$ cat src/audio_consts.svh
`ifndef AUDIO_CONSTS_SVH
`define AUDIO_CONSTS_SVH

`default_nettype none

// ======================================================================
// Audio path widths
// ======================================================================

// Sample width for both channels
`define AUDIO_W 16

// Cross-mix level
`define MIX_W 2

// Top bit mutes, low four bits give the right shift
`define ATT_W 5

// ======================================================================
// Host commands
// ======================================================================

`define CMD_LED 8'h25
`define CMD_VOLUME 8'h26

// Duration counter for sync polarity detection
`define SYNC_CNT_W 16

`default_nettype wire

`endif

$ cat src/audio_pkg.sv
`include "audio_consts.svh"

`default_nettype none

package audio_pkg;

	// One audio sample, signedness carried separately
	typedef logic [`AUDIO_W-1:0] sample_t;

	// 0 none, 1 one eighth, 2 one quarter, 3 half each
	typedef logic [`MIX_W-1:0] mix_t;

	// {mute, shift[3:0]}
	typedef logic [`ATT_W-1:0] att_t;

	typedef logic [7:0] cmd_t;
	typedef logic [15:0] io_word_t;

	// Upper byte is the override mask, lower byte the LED state
	typedef logic [15:0] led_t;

	// Right shift of a sample, arithmetic when the stream is signed
	function automatic sample_t sample_shr(
		input sample_t v,
		input logic [3:0] k,
		input logic sgn
	);
		sample_t res;
		if (sgn)
			res = sample_t'($signed(v) >>> k);
		else
			res = v >> k;
		return res;
	endfunction

endpackage

`default_nettype wire

$ cat src/io_cmd_decoder.sv
`include "audio_consts.svh"

`default_nettype none

module io_cmd_decoder (
	input wire logic FPGA_CLK2_50,
	input wire logic resetd,
	input wire logic io_clk,
	input wire logic io_uio,
	input wire audio_pkg::io_word_t io_din,
	output audio_pkg::att_t vol_att,
	output audio_pkg::led_t led_override
);
	import audio_pkg::*;

	logic clk_s1;
	logic clk_s2;
	logic clk_d;
	logic uio_s1;
	logic uio_s2;
	logic strobe;
	logic has_cmd;
	io_word_t din_s1;
	io_word_t din_s2;
	cmd_t cmd;

	// ==================================================================
	// Host line synchronizers and strobe edge detect
	// ==================================================================
	always_ff @(posedge FPGA_CLK2_50) begin
		if (resetd) begin
			clk_s1 <= 1'b0;
			clk_s2 <= 1'b0;
			clk_d <= 1'b0;
			uio_s1 <= 1'b0;
			uio_s2 <= 1'b0;
			strobe <= 1'b0;
		end else begin
			clk_s1 <= io_clk;
			clk_s2 <= clk_s1;
			clk_d <= clk_s2;
			uio_s1 <= io_uio;
			uio_s2 <= uio_s1;
			// One cycle per rising strobe
			strobe <= clk_s2 & ~clk_d;
		end
	end

	// Data word is held stable around the strobe
	always_ff @(posedge FPGA_CLK2_50) begin
		din_s1 <= io_din;
		din_s2 <= din_s1;
	end

	// First word after enable is the command byte
	always_ff @(posedge FPGA_CLK2_50) begin
		if (uio_s2 && strobe && !has_cmd)
			cmd <= din_s2[7:0];
	end

	// ==================================================================
	// Command state and settings
	// ==================================================================
	always_ff @(posedge FPGA_CLK2_50) begin
		if (resetd) begin
			has_cmd <= 1'b0;
			vol_att <= '0;
			led_override <= '0;
		end else if (!uio_s2) begin
			has_cmd <= 1'b0;
		end else if (strobe) begin
			if (!has_cmd) begin
				has_cmd <= 1'b1;
			end else begin
				case (cmd)
					`CMD_VOLUME: vol_att <= din_s2[`ATT_W-1:0];
					`CMD_LED: led_override <= din_s2;
					// Anything else is ignored
					default: ;
				endcase
			end
		end
	end

endmodule

`default_nettype wire

$ cat src/stereo_mixer.sv
`default_nettype none

module stereo_mixer (
	input wire logic FPGA_CLK2_50,
	input wire logic resetd,
	input wire audio_pkg::sample_t audio_ls,
	input wire audio_pkg::sample_t audio_rs,
	input wire logic audio_s,
	input wire audio_pkg::mix_t audio_mix,
	output audio_pkg::sample_t mix_l,
	output audio_pkg::sample_t mix_r,
	output logic mix_signed
);
	import audio_pkg::*;

	sample_t next_l;
	sample_t next_r;

	// Blend one channel with the other, sums wrap at sample width
	function automatic sample_t mix_chan(
		input sample_t own,
		input sample_t other,
		input mix_t lvl,
		input logic sgn
	);
		sample_t res;
		case (lvl)
			2'd1: res = own - sample_shr(own, 4'd3, sgn) + sample_shr(other, 4'd3, sgn);
			2'd2: res = own - sample_shr(own, 4'd2, sgn) + sample_shr(other, 4'd2, sgn);
			2'd3: res = sample_shr(own, 4'd1, sgn) + sample_shr(other, 4'd1, sgn);
			default: res = own;
		endcase
		return res;
	endfunction

	always_comb begin
		next_l = mix_chan(audio_ls, audio_rs, audio_mix, audio_s);
		next_r = mix_chan(audio_rs, audio_ls, audio_mix, audio_s);
	end

	// Stage one register, signedness travels with the samples
	always_ff @(posedge FPGA_CLK2_50) begin
		if (resetd) begin
			mix_l <= '0;
			mix_r <= '0;
			mix_signed <= 1'b0;
		end else begin
			mix_l <= next_l;
			mix_r <= next_r;
			mix_signed <= audio_s;
		end
	end

endmodule

`default_nettype wire

$ cat src/volume_stage.sv
`include "audio_consts.svh"

`default_nettype none

module volume_stage (
	input wire logic FPGA_CLK2_50,
	input wire logic resetd,
	input wire audio_pkg::sample_t mix_l,
	input wire audio_pkg::sample_t mix_r,
	input wire logic mix_signed,
	input wire audio_pkg::att_t vol_att,
	output audio_pkg::sample_t audio_l,
	output audio_pkg::sample_t audio_r
);
	import audio_pkg::*;

	logic mute;
	logic [3:0] shift;

	assign mute = vol_att[`ATT_W-1];
	assign shift = vol_att[`ATT_W-2:0];

	// Stage two register, attenuation takes effect the same cycle
	always_ff @(posedge FPGA_CLK2_50) begin
		if (resetd) begin
			audio_l <= '0;
			audio_r <= '0;
		end else if (mute) begin
			audio_l <= '0;
			audio_r <= '0;
		end else begin
			audio_l <= sample_shr(mix_l, shift, mix_signed);
			audio_r <= sample_shr(mix_r, shift, mix_signed);
		end
	end

endmodule

`default_nettype wire

$ cat src/sync_polarity_fix.sv
`include "audio_consts.svh"

`default_nettype none

module sync_polarity_fix (
	input wire logic FPGA_CLK2_50,
	input wire logic resetd,
	input wire logic sync_in,
	output logic sync_out
);
	logic s1;
	logic s2;
	logic pol;
	logic [`SYNC_CNT_W-1:0] cnt;
	logic [`SYNC_CNT_W-1:0] hi_len;
	logic [`SYNC_CNT_W-1:0] lo_len;

	// Raw input, flipped when the line idles high
	assign sync_out = sync_in ^ pol;

	always_ff @(posedge FPGA_CLK2_50) begin
		if (resetd) begin
			s1 <= 1'b0;
			s2 <= 1'b0;
			cnt <= '0;
			hi_len <= '0;
			lo_len <= '0;
			pol <= 1'b0;
		end else begin
			s1 <= sync_in;
			s2 <= s1;

			// Falling edge closes a high period, rising edge a low one
			if (s2 && !s1)
				hi_len <= cnt;
			if (!s2 && s1)
				lo_len <= cnt;

			// Restart on every level change, saturate otherwise
			if (s1 != s2)
				cnt <= '0;
			else if (cnt != '1)
				cnt <= cnt + 1'b1;

			pol <= hi_len > lo_len;
		end
	end

endmodule

`default_nettype wire

$ cat src/hps_audio_top.sv
`default_nettype none

module hps_audio_top (
	input wire logic FPGA_CLK2_50,
	input wire logic resetd,
	input wire logic io_clk,
	input wire logic io_uio,
	input wire audio_pkg::io_word_t io_din,
	input wire audio_pkg::sample_t audio_ls,
	input wire audio_pkg::sample_t audio_rs,
	input wire logic audio_s,
	input wire audio_pkg::mix_t audio_mix,
	input wire logic hs_in,
	input wire logic vs_in,
	output audio_pkg::sample_t audio_l,
	output audio_pkg::sample_t audio_r,
	output audio_pkg::led_t led_override,
	output logic hs_out,
	output logic vs_out
);
	import audio_pkg::*;

	att_t vol_att;
	sample_t mix_l;
	sample_t mix_r;
	logic mix_signed;

	// ==================================================================
	// Host commands
	// ==================================================================
	io_cmd_decoder cmd_dec (
		.FPGA_CLK2_50(FPGA_CLK2_50),
		.resetd(resetd),
		.io_clk(io_clk),
		.io_uio(io_uio),
		.io_din(io_din),
		.vol_att(vol_att),
		.led_override(led_override)
	);

	// ==================================================================
	// Audio pipeline, two cycles input to output
	// ==================================================================
	stereo_mixer mixer (
		.FPGA_CLK2_50(FPGA_CLK2_50),
		.resetd(resetd),
		.audio_ls(audio_ls),
		.audio_rs(audio_rs),
		.audio_s(audio_s),
		.audio_mix(audio_mix),
		.mix_l(mix_l),
		.mix_r(mix_r),
		.mix_signed(mix_signed)
	);

	volume_stage volume (
		.FPGA_CLK2_50(FPGA_CLK2_50),
		.resetd(resetd),
		.mix_l(mix_l),
		.mix_r(mix_r),
		.mix_signed(mix_signed),
		.vol_att(vol_att),
		.audio_l(audio_l),
		.audio_r(audio_r)
	);

	// Sync lines leave active high
	sync_polarity_fix hs_fix (
		.FPGA_CLK2_50(FPGA_CLK2_50),
		.resetd(resetd),
		.sync_in(hs_in),
		.sync_out(hs_out)
	);

	sync_polarity_fix vs_fix (
		.FPGA_CLK2_50(FPGA_CLK2_50),
		.resetd(resetd),
		.sync_in(vs_in),
		.sync_out(vs_out)
	);

endmodule

`default_nettype wire

$ cat config.mk
export PLATFORM = sky130hd
export DESIGN_NAME = hps_audio_top
export DESIGN_NICKNAME = d
export VERILOG_FILES = /design/src/audio_pkg.sv /design/src/io_cmd_decoder.sv /design/src/stereo_mixer.sv /design/src/volume_stage.sv /design/src/sync_polarity_fix.sv /design/src/hps_audio_top.sv
export VERILOG_INCLUDE_DIRS = /design/src
export SDC_FILE = /design/constraint.sdc
export NUM_CORES = 1
export LEC_CHECK = 0
export BUFFER_PORTS_ARGS = -buffer_cell sky130_fd_sc_hd__buf_2
export CAP_MARGIN = 40
export CORE_MARGIN = 4
export CORE_UTILIZATION = 40
export DETAILED_ROUTE_END_ITERATION = 10
export GPL_TIMING_DRIVEN = 0
export SLEW_MARGIN = 0
export SYNTH_ARGS = -nofsm -noshare
export SYNTH_HDL_FRONTEND = slang
export SYNTH_SLANG_ARGS = --single-unit
$ cat constraint.sdc
create_clock -name FPGA_CLK2_50 -period 3.9 [get_ports FPGA_CLK2_50]
set_clock_uncertainty 0.15 [all_clocks]
set_input_delay 0.195 -clock FPGA_CLK2_50 [delete_from_list [all_inputs] [get_ports FPGA_CLK2_50]]
set_output_delay 0.195 -clock FPGA_CLK2_50 [all_outputs]
set_load 0.01 [all_outputs]
* Word-level counts from Yosys, hierarchy flattened *
Index checks and enable logic that the tools add are counted.

word-level totals
  register bits after elaboration = 235
  input port bits = 57
  output and inout bits = 50
  logic and storage cells = 93

operators by class
  add/subtract/negate cells = 11
  $lt $le $gt $ge = 2
  equality and inequality tests = 9
  shifts and indexed selects = 4
  multiplexer cells = 16
  bitwise gates (word level) = 5
  reduce and logical (&&, ||, !) cells = 17

operators by type and width
  cell                                                                   count
  16-bit two-way mux                                                     14
  16-bit case mux with 3 select lines                                    2
  16-bit adder                                                           5
  16-bit subtractor                                                      4
  16-bit by 1-bit adder with 16-bit output, second input constant        2
  16-bit > comparator                                                    2
  16-bit inequality test, second input constant                          2
  16-bit by 4-bit right shift with 16-bit output                         2
  16-bit by 4-bit >>> shifter with 16-bit output                         2
  8-bit by 6-bit equality test with 1-bit output, second input constant  2
  4-bit AND reduction                                                    2
  2-bit OR reduction                                                     4
  1-bit logical AND                                                      6
  1-bit zero test                                                        5
  2-bit equality test, second input constant                             2
  2-bit by 1-bit equality test with 1-bit output, second input constant  1
  1-bit inequality test                                                  2
  1-bit inverter                                                         2
  1-bit bitwise XOR                                                      2
  1-bit bitwise AND                                                      1

* Longest topological paths before layout *
  depth after elaboration = 5
  mapped depth = 13
  depth with buffers taken out = 13

* Hierarchy *
From an unflattened synthesis, not the netlist that was laid out.

unflattened totals
  cells, all modules = 1814
  area, all modules = 16146.7 um2

by module, submodules not included
  module             instances  cells each  area an instance (um2)  seq. area each (um2)
  stereo_mixer       1          874         6899.1                  660.6
  sync_polarity_fix  2          273         2477.4                  1021.0
  volume_stage       1          247         2214.6                  640.6
  io_cmd_decoder     1          147         2078.2                  1441.4

* Worst setup path after synthesis *
No wires, ideal clock.

  path type = input -> register
  start = in audio_ls[12]
  end = reg mixer.mix_l[14]
  library setup time = 0.088 ns
  data arrival time = 2.604 ns
  data required time = 3.662 ns
  setup slack = 1.057 ns
  stages on the path = 11
  buffers on the path = 0
  cells stage by stage = inv_1 -> fa_1 -> inv_1 -> ha_1 -> a21o_1 -> or3_1 -> a21oi_1 -> a21oi_1 -> a2111oi_0 -> nand3_1 -> a311oi_2

on the way
  word-level cells in the longest chain between the ends = 5
  elaborated cells between the ends (all ways) = 12
  classes of those cells = 5 x add/sub; 7 x mux

RTL lines
  element                                      line                                    RTL
  from (decl)                                  hps_audio_top.sv:9                      input wire audio_pkg::sample_t audio_ls,
  16-bit two-way mux                           audio_pkg.sv:29                         if (sgn)
  16-bit two-way mux                           stereo_mixer.sv:27                      case (lvl)
  16-bit subtractor, on equally long branches  stereo_mixer.sv:29, stereo_mixer.sv:28
  16-bit adder, on equally long branches       stereo_mixer.sv:29, stereo_mixer.sv:28
  16-bit case mux with 3 select lines (*)      stereo_mixer.sv:27
  to (signal assigned)                         stereo_mixer.sv:48                      mix_l <= next_l;
  to (decl)                                    stereo_mixer.sv:10                      output audio_pkg::sample_t mix_l,

Every way passes the cells marked *; elsewhere a longest branch is shown, timed or not. The select of a mux whose other input is x is not followed.
A chain may end at the register's enable or synchronous reset.

* Final worst setup path *
  start = in audio_ls[9]
  end = reg mixer.mix_r[15]

on the way
  word-level cells in the longest chain between the ends = 4
  elaborated cells between the ends (all ways) = 10
  classes of those cells = 3 x add/sub; 7 x mux

RTL lines
  element                                  line                                                        RTL
  16-bit two-way mux                       audio_pkg.sv:29
  16-bit two-way mux                       stereo_mixer.sv:27
  16-bit adder, on equally long branches   stereo_mixer.sv:30, stereo_mixer.sv:28, stereo_mixer.sv:29
  16-bit case mux with 3 select lines (*)  stereo_mixer.sv:27
  to (signal assigned)                     stereo_mixer.sv:49                                          mix_r <= next_r;
  to (decl)                                stereo_mixer.sv:11                                          output audio_pkg::sample_t mix_r,

Marks and branches as above.

==> out/metrics.yaml <==
status:
  run_status: "finished clean"
logic_synthesis:
  post_synth.cell_area_avg_um2: 8.80
  synth_area_leaders: "sky130_fd_sc_hd__dfxtp_1 29%, sky130_fd_sc_hd__ha_1 10%, sky130_fd_sc_hd__fa_1 7.5%"
  synth_commonest_cells: "227 x sky130_fd_sc_hd__dfxtp_1, 213 x sky130_fd_sc_hd__nor2_1, 207 x sky130_fd_sc_hd__inv_1, 130 x sky130_fd_sc_hd__ha_1, 112 x sky130_fd_sc_hd__mux2i_1"
  synth_simple_gate_area_share: 0.145
  synth_compound_gate_area_share: 0.164
  synth.yosys.warnings: 0
  yosysUniqueCellTypes: 80
  synth_top_family_by_area: "adder cells"
  synth_top_area_frac: 0.290
  synth.mux.area_fraction: 0.0931
  synth-edff-count: 8
  asyncSetResetFlopFracSynth: 0
  dominantRegCellSynth: "sky130_fd_sc_hd__dfxtp_1"
  postSynthCellCount: 1782
  synth.cell_area_um2: 15700
  top_count_cell_post_synth: "sky130_fd_sc_hd__dfxtp_1"
  synth-adder-area-share: 0.179
  yosysTopAreaCell: "sky130_fd_sc_hd__dfxtp_1"
  post_synthesis_sequential_area_ratio: 0.305
  syn-num-nets: 2028
  synth_seq_cells: 235
  synth_xor_xnor_area_share: 0.0446
setup_path:
  r2r_start: "cmd_dec.vol_att[0]"
  critical-path-slowest-cell: "sky130_fd_sc_hd__fa_1"
  sort_of_element_at_the_end_of_the_critical_path: "flip-flop"
  critical_path_start: "audio_ls[9]"
  critical_path.max_fanout: 6
  setup.worst_path.class: "input pin to flip-flop"
  cp_data_arrival_time_ps: 3820
  cp_cell_sequence: "dlygate4sd3_1 -> buf_2 -> inv_1 -> fa_1 -> inv_1 -> ha_1 -> a211oi_1 -> o21bai_1 -> a211oi_1 -> o21bai_1 -> o41ai_2 -> mux2i_1 -> o21a_1"
  critPathMaxStageDelay_ps: 600
  ff2ff_setup_slack_ps: 1460
  startpoint_type_of_the_worst_setup_path: "input pin"
  cpLargestDelayFamily: "compound AO/OA/AOI/OAI gates"
  reg2regPathDepth: 6
  path_depth: 13
  timing.critical_path.required_ps: 4200
  worstPathBufferInverterCount: 4
  worstReg2RegEnd: "volume.audio_r[0]"
sta:
  setup_viol: 0
  rsz0062_at_grt: "no"
  fin_crit_sh: 0.903
  timing.setup.tns_ps: 0
  least_margin_pin_slew_ps: 858
  final_period_minus_worst_setup_slack_ps: 3520
  timing_hold_violations_final: 0
  max-slew-margin-rel: 0.428
  fmax_mhz: 284
  timing_max_transition_violations_final: 0
detailed_routing:
  routedWlPerCell_um: 17.5
  drt-total-wl_um: 43400
  ant_nets: 0
  drt_iter0_markers: 877
  residual_drc: 0
  vias_per_cell: 5.31
  drt_pass1_iterations: 5
  vias: 13200
power:
  power.static_leakage_nw: 7.93
  internal-power_mw: 4.85
  clock_power_share: 0.342
  vdd.ir_drop.worst_mv: 0.261
  net-switching-power_mw: 2.28
  share_seq_of_total_power: 0.364
  comb_power_share: 0.294
  power-per-cell-area_nw_per_um2: 397
  switching_share: 0.320
final_layout:
  drive_above_1_share: 0.107
  layout.cells.non_filler: 2477
  syn2layout_area_growth_pct: 14.6
  fillCellCount: 3764
  antennaDiodeCount: 0
  number_of_nets_in_the_finished_design: 2187
hold_path:
  worst_hold_path.num_cells: 4
  destination_of_the_worst_hold_path: "mixer.mix_l[1]"
  min_from: "audio_ls[1]"
  hold_path.class: "input pin to flip-flop"
global_route:
  grt_max_degree: 15
  grt_overflow_total: 0
  initial_antenna_violation_count: 1
  first_global_vias: 12700
  global_route.usage.total: 0.200
  wire_length_of_the_first_global_routing_pass_um: 68400
clock_network:
  clock_sink_count: 235
  worst_setup_hold_path_clk_slew_ps: 50
  clkLatencyLatePin_ps: 530
  numCtsBuffers: 26
  clock_tree.htree_level_count: 1
  max-clock-path-buffers: 3
  cts_tree: "done"
  ctsRootBufferMaster: "sky130_fd_sc_hd__clkbuf_16"
  cts-resized-gates: 0
floorplan:
  starting_density_of_the_core: 0.405
  floorplan.core_area_um2: 38700
  num_io_pins: 107
  die_area_um2: 42400
  placement_rows: 72
  die-width_um: 206
  chipHeight_um: 206
placed_design:
  detailedPlacementHpwl_um: 34500
  portBuffers: 105
  globalplace.congestion: 0.907
  place.detailed.instances: 2406
job:
  timing.max_cap.violations: 0
==> stage by stage <==
stage                     cell area [um^2]  hold slack [ps]  power [mW]  utilization  setup WS, ps
final                                18000             40.5        7.13        0.464           379
after global routing                 18000             30.5        7.51        0.464          78.3
after CTS                            18000          0.00189        7.15        0.464           434
after detailed placement             16900              149        4.67        0.435           104
after global placement               16800              147        4.65        0.435          80.0
after floorplan                      15700             72.7        4.10            -          1060
==> layout by cell type, fill, tap and decap left out, types with 10 or more instances in the layout <==
| master | count |
|---|---|
| sky130_fd_sc_hd__a211oi_1 | 33 |
| sky130_fd_sc_hd__a21o_1 | 23 |
| sky130_fd_sc_hd__a21oi_1 | 100 |
| sky130_fd_sc_hd__a221oi_1 | 21 |
| sky130_fd_sc_hd__a31oi_1 | 12 |
| sky130_fd_sc_hd__and2_1 | 10 |
| sky130_fd_sc_hd__and3_1 | 11 |
| sky130_fd_sc_hd__buf_1 | 11 |
| sky130_fd_sc_hd__buf_2 | 117 |
| sky130_fd_sc_hd__clkbuf_1 | 52 |
| sky130_fd_sc_hd__clkbuf_16 | 26 |
| sky130_fd_sc_hd__dfxtp_1 | 227 |
| sky130_fd_sc_hd__dlygate4sd3_1 | 25 |
| sky130_fd_sc_hd__fa_1 | 59 |
| sky130_fd_sc_hd__ha_1 | 130 |
| sky130_fd_sc_hd__inv_1 | 207 |
| sky130_fd_sc_hd__mux2_2 | 14 |
| sky130_fd_sc_hd__mux2i_1 | 112 |
| sky130_fd_sc_hd__nand2_1 | 93 |
| sky130_fd_sc_hd__nand2b_1 | 18 |
| sky130_fd_sc_hd__nand3_1 | 18 |
| sky130_fd_sc_hd__nand4_1 | 16 |
| sky130_fd_sc_hd__nor2_1 | 213 |
| sky130_fd_sc_hd__nor2b_1 | 31 |
| sky130_fd_sc_hd__nor3_1 | 25 |
| sky130_fd_sc_hd__o211ai_1 | 20 |
| sky130_fd_sc_hd__o21a_1 | 25 |
| sky130_fd_sc_hd__o21ai_0 | 58 |
| sky130_fd_sc_hd__o21bai_1 | 10 |
| sky130_fd_sc_hd__xnor2_1 | 38 |
| sky130_fd_sc_hd__xor2_1 | 40 |
==> power groups by stage <==
stage                     sequential, mW  combinational [mW]  clock, mW
after floorplan                     2.64                1.46          0
after global placement              2.64                2.00          0
after detailed placement            2.65                2.02          0
after CTS                           2.59                2.06       2.50
after global routing                2.61                2.31       2.59
final                               2.60                2.10       2.44
==> registers in the layout, indices dropped and copies added, names as in the netlist, 5 cells and up <==
signal / flops
vs_fix.hi_len: 16
vs_fix.lo_len: 16
cmd_dec.din_s2: 16
mixer.mix_l: 16
hs_fix.cnt: 16
cmd_dec.cmd: 8
hs_fix.lo_len: 16
hs_fix.hi_len: 16
mixer.mix_r: 16
volume.audio_l: 16
cmd_dec.led_override: 16
vs_fix.cnt: 16
volume.audio_r: 16
cmd_dec.din_s1: 16
cmd_dec.vol_att: 5
==> repair_timing <==
| item | in CTS | in global routing |
|---|---|---|
| hold endpoints to repair | 25 | 0 |
| hold buffers | 25 | 0 |
| buffers inserted | 0 | 0 |
==> tightest hold or removal path, cell delays in order <==
cell                      delay [ps]
sky130_fd_sc_hd__buf_2           130
sky130_fd_sc_hd__nor2_1           80
sky130_fd_sc_hd__a211o_1         140
sky130_fd_sc_hd__a21oi_1          90
==> worst max-delay path by stage <==
stage	endpoint	slack, ps
global route	mixer.mix_r[12]	80
floorplan	mixer.mix_l[14]	1060
detailed placement	mixer.mix_l[12]	100
CTS	mixer.mix_r[15]	430
global placement	mixer.mix_l[12]	80
finish	mixer.mix_r[15]	380
==> cells by family after synthesis <==
logic type      count (synthesis)
simple gates                  483
compound gates                379
fa+ha+maj                     189
buf+inv                       283
xor+xnor                       79
flops                         235
mux                           134
==> final cells by class <==
type                       instances  area (um^2)  area share
buffer                            73          290      0.0162
clock buffer                      32          703      0.0391
clock inverter                    14          160     0.00891
inverter                         210          788      0.0439
multi-input combinational       1264         9810       0.546
sequential                       235         4780       0.266
tap                              518          648      0.0361
timing repair buffer             131          783      0.0436
==> metal layers <==
metal  track usage  vias up  share of wire
li1              -     6462              -
met1         0.294     6246           0.48
met2         0.317      405           0.44
met3        0.0287       45          0.064
met4        0.0323        2          0.013
met5             0        -        0.00030
(Power assumes the default switching activity.)
